==> src/logic/axi_pkg.sv <==
// axi read channel widths, burst and response types, ar and r channel structs
package axi_pkg;

    localparam int DATA_W = 32;
    localparam int ADDR_W = 16;
    localparam int ID_W = 4;

    typedef enum logic [1:0] {
        BURST_FIXED = 2'b00,
        BURST_INCR  = 2'b01,
        BURST_WRAP  = 2'b10
    } axi_burst_e;

    typedef enum logic [1:0] {
        RESP_OKAY   = 2'b00,
        RESP_EXOKAY = 2'b01,
        RESP_SLVERR = 2'b10,
        RESP_DECERR = 2'b11
    } axi_resp_e;

    // read address channel, 33 bits
    typedef struct packed {
        logic [ID_W-1:0]   id;
        logic [ADDR_W-1:0] addr;
        logic [7:0]        len;
        logic [2:0]        size;
        axi_burst_e        burst;
    } axi_ar_t;

    // read data channel, 39 bits
    // also the storage word of the data fifo
    typedef struct packed {
        logic [ID_W-1:0]   id;
        logic [DATA_W-1:0] data;
        axi_resp_e         resp;
        logic              last;
    } axi_r_t;

endpackage

==> src/logic/axi_fifo_rd.sv <==
// axi read fifo with optional address reservation gate and r data buffer
module axi_fifo_rd
    import axi_pkg::*;
#(
    parameter int FIFO_DEPTH = 16,
    parameter bit FIFO_DELAY = 1'b1
) (
    input  logic    clk,
    input  logic    rst,

    input  axi_ar_t s_ar,
    input  logic    s_arvalid,
    output logic    s_arready,
    output axi_r_t  s_r,
    output logic    s_rvalid,
    input  logic    s_rready,

    output axi_ar_t m_ar,
    output logic    m_arvalid,
    input  logic    m_arready,
    input  axi_r_t  m_r,
    input  logic    m_rvalid,
    output logic    m_rready
);

    localparam int AW = $clog2(FIFO_DEPTH);

    if (FIFO_DELAY) begin : g_gate
        // wide enough for a 256 beat burst on a small fifo
        localparam int COUNT_W = ((AW > 8) ? AW : 8) + 1;

        typedef enum logic {
            GATE_IDLE,
            GATE_WAIT
        } gate_state_e;

        gate_state_e        state_reg;
        gate_state_e        state_next;
        logic [COUNT_W-1:0] count_reg;
        logic [COUNT_W-1:0] count_next;
        axi_ar_t            ar_reg;
        axi_ar_t            ar_next;
        logic               arvalid_reg;
        logic               arvalid_next;
        logic               arready_reg;
        logic               arready_next;

        // room for len+1 more beats, or nothing reserved at all
        function automatic logic burst_fits(input logic [COUNT_W-1:0] count,
                                            input logic [7:0] len);
            logic [COUNT_W:0] total;
            total = {1'b0, count} + len + 1'b1;
            return (count == '0) || (total <= (COUNT_W+1)'(FIFO_DEPTH));
        endfunction

        assign m_ar = ar_reg;
        assign m_arvalid = arvalid_reg;
        assign s_arready = arready_reg;

        always_comb begin
            state_next = state_reg;
            count_next = count_reg;
            ar_next = ar_reg;
            arvalid_next = arvalid_reg && !m_arready;
            arready_next = arready_reg;

            case (state_reg)
                GATE_IDLE: begin
                    arready_next = !m_arvalid || m_arready;
                    if (s_arvalid && s_arready) begin
                        arready_next = 1'b0;
                        ar_next = s_ar;
                        if (burst_fits(count_reg, s_ar.len)) begin
                            count_next = count_reg + COUNT_W'(s_ar.len) + 1'b1;
                            arvalid_next = 1'b1;
                        end else begin
                            state_next = GATE_WAIT;
                        end
                    end
                end
                GATE_WAIT: begin
                    arready_next = 1'b0;
                    if (burst_fits(count_reg, ar_reg.len)) begin
                        count_next = count_reg + COUNT_W'(ar_reg.len) + 1'b1;
                        arvalid_next = 1'b1;
                        state_next = GATE_IDLE;
                    end
                end
                default: begin
                    state_next = GATE_IDLE;
                end
            endcase

            // release one reserved slot per delivered beat
            if (s_rvalid && s_rready) begin
                count_next = count_next - 1'b1;
            end
        end

        always_ff @(posedge clk) begin
            ar_reg <= ar_next;
        end

        always_ff @(posedge clk) begin
            if (rst) begin
                state_reg <= GATE_IDLE;
                count_reg <= '0;
                arvalid_reg <= 1'b0;
                arready_reg <= 1'b0;
            end else begin
                state_reg <= state_next;
                count_reg <= count_next;
                arvalid_reg <= arvalid_next;
                arready_reg <= arready_next;
            end
        end

        // an oversized burst is only released with nothing else reserved
        assert property (@(posedge clk) disable iff (rst)
            $rose(count_reg > COUNT_W'(FIFO_DEPTH)) |-> $past(count_reg) == '0);

        // every beat leaving the data fifo was reserved by a forwarded burst
        assert property (@(posedge clk) disable iff (rst)
            s_rvalid && s_rready |-> count_reg != '0);
    end else begin : g_bypass
        assign m_ar = s_ar;
        assign m_arvalid = s_arvalid;
        assign s_arready = m_arready;
    end

    r_data_fifo #(
        .FIFO_DEPTH (FIFO_DEPTH)
    ) i_r_data_fifo (
        .clk       (clk),
        .rst       (rst),
        .in_r      (m_r),
        .in_valid  (m_rvalid),
        .in_ready  (m_rready),
        .out_r     (s_r),
        .out_valid (s_rvalid),
        .out_ready (s_rready)
    );

endmodule

==> src/logic/r_data_fifo.sv <==
// ring buffer for axi r beats with registered memory read and output register
module r_data_fifo
    import axi_pkg::*;
#(
    parameter int FIFO_DEPTH = 16
) (
    input  logic   clk,
    input  logic   rst,

    input  axi_r_t in_r,
    input  logic   in_valid,
    output logic   in_ready,

    output axi_r_t out_r,
    output logic   out_valid,
    input  logic   out_ready
);

    localparam int AW = $clog2(FIFO_DEPTH);

    // pointers carry one extra wrap bit
    logic [AW:0] wr_ptr_reg;
    logic [AW:0] wr_ptr_next;
    logic [AW:0] wr_addr_reg;
    logic [AW:0] rd_ptr_reg;
    logic [AW:0] rd_ptr_next;
    logic [AW:0] rd_addr_reg;

    axi_r_t mem [FIFO_DEPTH];
    axi_r_t mem_rd_reg;
    logic   mem_rd_valid_reg;
    logic   mem_rd_valid_next;

    axi_r_t out_reg;
    logic   out_valid_reg;
    logic   out_valid_next;

    logic full;
    logic empty;
    logic write;
    logic read;
    logic store_output;

    assign full = (wr_ptr_reg[AW] != rd_ptr_reg[AW]) &&
                  (wr_ptr_reg[AW-1:0] == rd_ptr_reg[AW-1:0]);
    assign empty = (wr_ptr_reg == rd_ptr_reg);

    assign in_ready = !full;
    assign out_r = out_reg;
    assign out_valid = out_valid_reg;

    // write side
    assign write = in_valid && !full;
    assign wr_ptr_next = write ? wr_ptr_reg + 1'b1 : wr_ptr_reg;

    always_ff @(posedge clk) begin
        if (write) begin
            mem[wr_addr_reg[AW-1:0]] <= in_r;
        end
    end

    always_ff @(posedge clk) begin
        if (rst) begin
            wr_ptr_reg <= '0;
            wr_addr_reg <= '0;
        end else begin
            wr_ptr_reg <= wr_ptr_next;
            wr_addr_reg <= wr_ptr_next;
        end
    end

    // read stage refills when empty or when the output register takes it
    assign store_output = out_ready || !out_valid_reg;
    assign read = !empty && (store_output || !mem_rd_valid_reg);
    assign rd_ptr_next = read ? rd_ptr_reg + 1'b1 : rd_ptr_reg;

    always_comb begin
        mem_rd_valid_next = mem_rd_valid_reg;
        if (store_output || !mem_rd_valid_reg) begin
            mem_rd_valid_next = !empty;
        end
    end

    always_ff @(posedge clk) begin
        if (read) begin
            mem_rd_reg <= mem[rd_addr_reg[AW-1:0]];
        end
    end

    always_ff @(posedge clk) begin
        if (rst) begin
            rd_ptr_reg <= '0;
            rd_addr_reg <= '0;
            mem_rd_valid_reg <= 1'b0;
        end else begin
            rd_ptr_reg <= rd_ptr_next;
            rd_addr_reg <= rd_ptr_next;
            mem_rd_valid_reg <= mem_rd_valid_next;
        end
    end

    // output register
    assign out_valid_next = store_output ? mem_rd_valid_reg : out_valid_reg;

    always_ff @(posedge clk) begin
        if (store_output) begin
            out_reg <= mem_rd_reg;
        end
    end

    always_ff @(posedge clk) begin
        if (rst) begin
            out_valid_reg <= 1'b0;
        end else begin
            out_valid_reg <= out_valid_next;
        end
    end

    // occupancy stays within depth, so a full buffer is never overwritten
    assert property (@(posedge clk) disable iff (rst)
        (wr_ptr_reg - rd_ptr_reg) <= (AW+1)'(FIFO_DEPTH));

endmodule

==> config.mk <==
export PLATFORM = sky130hd
export DESIGN_NAME = axi_fifo_rd
export DESIGN_NICKNAME = d
export VERILOG_FILES = /design/src/logic/axi_pkg.sv /design/src/logic/axi_fifo_rd.sv /design/src/logic/r_data_fifo.sv
export SDC_FILE = /design/constraint.sdc
export NUM_CORES = 1
export LEC_CHECK = 0
export BUFFER_PORTS_ARGS = -buffer_cell sky130_fd_sc_hd__buf_2
export CELL_PAD_IN_SITES_DETAIL_PLACEMENT = 1
export CELL_PAD_IN_SITES_GLOBAL_PLACEMENT = 1
export CORE_ASPECT_RATIO = 1.5
export CORE_MARGIN = 5
export CORE_UTILIZATION = 50
export DETAILED_ROUTE_END_ITERATION = 7
export PLACE_DENSITY_LB_ADDON = 0.1
export RECOVER_POWER = 25
export SYNTH_ARGS = -nofsm -noshare
export SYNTH_HDL_FRONTEND = slang
export SYNTH_HIERARCHICAL = 1
export SYNTH_SLANG_ARGS = --single-unit
==> constraint.sdc <==
create_clock -name clk -period 4.7 [get_ports clk]
set_clock_uncertainty 0.1 [all_clocks]
set_input_delay 0.705 -clock clk [delete_from_list [all_inputs] [get_ports clk]]
set_output_delay 0.705 -clock clk [all_outputs]
set_load 0.01 [all_outputs]
==> summary.md <==
| Metric | Value |
|---|---|
| CTS buffer count | `70` |
| Crit path DAT | `4.81 ns` |
| Antenna violations before repair | `2` |
| Buffers on Ports | `about 150` |
| Worst hold stages | `1` |
| Synth Register Bits | `759` |
| Sw frac | `0.291` |
| YS warnings | `6` |
| Combinational share of power | `0.257` |
| # DRC | `0` |
| Fillers | `roughly 5,000` |
| Hold Startpoint | `s_ar[13]` |
| Gr ovfl total | `0` |
| Slew margin rel. | `0.196` |
| Min Clock Period, post-route | `roughly 4.4 ns` |
| CP top delay family | `simple AND/OR/NAND/NOR gates` |
| # rows | `108` |
| # setup viols final | `0` |
| Net Count, Synth | `1,489` |
| Vias per std cell | `6.06` |
| Max reg flops | `between 600 and 700` |
| WS Path Type | `reg2reg` |
| CTS sink cnt | `759` |
| CP max stage cell | `or4_1` |
| Design Area, Final | `33,400 µm²` |
| Crit path launch type | `register` |
| Total Power | `18.9 mW` |
| Fin nets | `1,689` |
| Tcrit/Tclk final | `0.928` |
| Largest net degree at the start of global routing | `between 150 and 200` |
| Min-delay worst type | `in2reg` |
| Peak VDD IR | `roughly 550 µV` |
| Die ar. | `63,700 µm²` |
| Reg2reg end | `g_gate.count_reg[8]$_SDFF_PP0_` |
| Setup TNS | `0 ns` |
| Area of the multi-input gates | `6560 µm²` |
| Die span in y | `307 µm` |
| Reg2reg start | `g_gate.count_reg[0]$_SDFF_PP0_` |
| Achievable Freq | `229 MHz` |
| Max Fanout on Critical Path | `10` |
| Total of max-cap violations | `0` |
| Register area | `about 23,000 µm²` |
| Outcome | `complete, no violations` |
| Clk_lat worst skew | `0.62 ns` |
| CTS tree | `built` |
| Effective utilization at floorplan | `0.506` |
| Fraction of layout cells with a size suffix above 1 | `0.274` |
| Core area | `58,000 µm²` |
| Htree depth | `3` |
| First-pass GRT wire length | `~110,000 µm` |
| Placement Cell Area | `31,300 µm²` |
| Final WL | `around 71,000 µm` |
| Post-synth EDFFs | `approximately 740` |
| Vias in the first global route | `15,790` |
| Reg clk slew, reported paths | `0.07 ns` |
| Crit path required time | `between 5 and 6 ns` |
| Detailed Routing Iterations Pass 1 | `7` |
| Power Dens Cells | `about 570 nW/µm²` |
| Synth async-reset ratio | `0` |
| Remaining antenna violation count | `0` |
| Crit end category | `register` |
| 1st-iter DRT viols | `1,104` |
| Hold EP | `m_ar[13]$_DFFE_PP_` |
| IO Pins | `154` |
| HPWL Detailed | `40,000 µm` |
| Cell Area, Synth | `29,400 µm²` |
| Synth Flop Type | `edfxtp_1` |
| Deepest clock path buffer count | `3` |
| Seq/Total Area, Yosys | `0.768` |
| Slew @ Worst Pin | `1.19 ns` |
| Die Wd | `208 µm` |
| Cell-internal power | `13.4 mW` |
| Max incr delay on CP | `0.58 ns` |
| CP cell instances | `inv_1 > ha_1 > inv_1 > fa_1 > a21o_2 > nor3b_1 > nor3_1 > a21boi_1 > a41o_1 > nor2_1 > a21oi_1 > ha_1 > and3_1 > nand4_1 > or4_1 > a21oi_1` |
| Area grow syn2layout | `13.7%` |
| LEAKAGE | `~11 nW` |
| DR vias | `14,589` |
| Clock root buffer | `clkbuf_16` |
| Sequential share of power | `0.464` |
| WL per Instance | `29.3 µm` |
| Clock power frac | `0.279` |
| Cells after Synth | `about 1,400` |
| Fin. max-slew vios | `0` |
| Final Hold Fails | `0` |
| Worst reg2reg setup slack | `0.34 ns` |
| RD Place Congestion | `0.857` |
| Synthesized area per cell | `about 21 µm²` |
| Worst Reg-to-Reg Cells | `16` |
| GRT Total Usage | `0.223` |
| Switching Power | `approximately 5.5 mW` |
| RSZ-0062 raised after global routing | `no` |
| Synth cell types | `82` |
| Buf+Inv Stages, Crit Path | `2` |
[layout by cell type (no fill, tap or decap), types with 19 or more instances in the layout]
| master | netlist | layout |
|---|---|---|
| a21oi_1 | 21 | 21 |
| a221o_1 | 39 | 39 |
| a22o_1 | 40 | 40 |
| buf_2 | 18 | 114 |
| buf_4 | 8 | 31 |
| clkbuf_1 | 29 | 56 |
| clkbuf_16 | 0 | 71 |
| dfxtp_1 | 24 | 22 |
| edfxtp_1 | 735 | 735 |
| ha_1 | 22 | 22 |
| mux4_2 | 156 | 156 |
| nand2_1 | 28 | 28 |
| nor2_1 | 48 | 30 |
| nor3_1 | 19 | 19 |
[final cells by class]
| class | count | share of cell area |
|---|---|---|
| antenna | 1 | 0.0000750 |
| sequential | 759 | 0.676 |
| multi-input combinational | 545 | 0.197 |
| clock buffer | 90 | 0.0560 |
| tap | 770 | 0.0289 |
| timing repair buffer | 194 | 0.0345 |
| inverter | 17 | 0.00191 |
| clock inverter | 30 | 0.00604 |
[worst max path at each step]
stage / from / to / slack, ns / cells past startpoint
floorplan: s_ar[5] / g_gate.count_reg[8]$_SDFF_PP0_ / 0.49 / 16
global placement: s_ar[5] / g_gate.count_reg[8]$_SDFF_PP0_ / 0.15 / 17
detailed placement: s_ar[5] / g_gate.count_reg[8]$_SDFF_PP0_ / -0.06 / 17
CTS: m_ar[5]$_DFFE_PP_ / g_gate.count_reg[8]$_SDFF_PP0_ / 0.14 / 16
global route: g_gate.count_reg[0]$_SDFF_PP0_ / g_gate.count_reg[8]$_SDFF_PP0_ / 0.06 / 16
finish: g_gate.count_reg[0]$_SDFF_PP0_ / g_gate.count_reg[8]$_SDFF_PP0_ / 0.34 / 16
[metrics by stage]
step / cells / util / setup WS [ns] / hold slack (ns)
CTS: 2404 / 0.576 / 0.138 / 0.130
global route: 2405 / 0.575 / 0.0639 / 0.141
global placement: 2284 / 0.540 / 0.148 / 0.303
finish: 2406 / 0.576 / 0.337 / 0.166
floorplan: 1387 / - / 0.486 / 0.300
detailed placement: 2284 / 0.540 / -0.0625 / 0.306
[cells by family after synthesis]
logic type | after synthesis | share of synthesized area
AOI/OAI and AO/OA | 170 | 0.0493
DFF | 759 | 0.768
muxes | 162 | 0.122
and+or+nand+nor | 173 | 0.0312
buffers and inverters | 83 | 0.0139
xor gates and xnor gates | 16 | 0.00477
adders and majority gates | 24 | 0.0107
[cell usage after synthesis (all sizes together), types with 8 or more instances]
master / n / share of area
nor2: 48 / 0.0061
nand2: 29 / 0.0038
edfxtp: 735 / 0.75
a22o: 43 / 0.013
mux4: 156 / 0.12
o21ai: 10 / 0.0017
a21oi: 22 / 0.0039
clkbuf: 29 / 0.0037
ha: 22 / 0.0094
nand2b: 9 / 0.0019
a211oi: 8 / 0.0024
a221o: 39 / 0.013
dfxtp: 24 / 0.016
nor3: 21 / 0.0039
xnor2: 10 / 0.0030
inv: 17 / 0.0022
nand3: 10 / 0.0017
buf: 36 / 0.0077
[worst reg2reg max path, cell delays in order, from the launching register on]
cell	delay (ns)
dfxtp_1	0.33
inv_1	0.09
ha_1	0.17
inv_1	0.06
fa_1	0.43
a21o_2	0.26
nor3b_1	0.14
nor3_1	0.27
a21boi_1	0.30
a41o_1	0.44
nor2_1	0.14
a21oi_1	0.24
ha_1	0.18
and3_1	0.18
nand4_1	0.23
or4_1	0.58
a21oi_1	0.15
[per-layer routing]
layer	routed length, µm	up-vias	global-route usage
li1	-	6262	-
met1	27800	7798	0.289
met2	37400	437	0.395
met3	3510	90	0.0320
met4	1700	2	0.0683
met5	13	-	0
[power by group through the flow]
stage | Combinational, mW | Sequential [mW] | Clock [mW]
2_1_floorplan | 3.24 | 8.87 | 0
3_3_place_gp | 4.82 | 8.88 | 0
3_5_place_dp | 4.90 | 8.91 | 0
4_1_cts | 4.92 | 8.78 | 5.41
5_1_grt | 5.20 | 8.82 | 5.74
6_report | 4.84 | 8.75 | 5.27
[timing repair]
action,in CTS,in global routing
gates resized for setup,0,2
hold buffers,0,0
endpoints found under the setup margin,0,2
buffers inserted,0,1
Note: power is estimated with default switching activity, not from simulation.
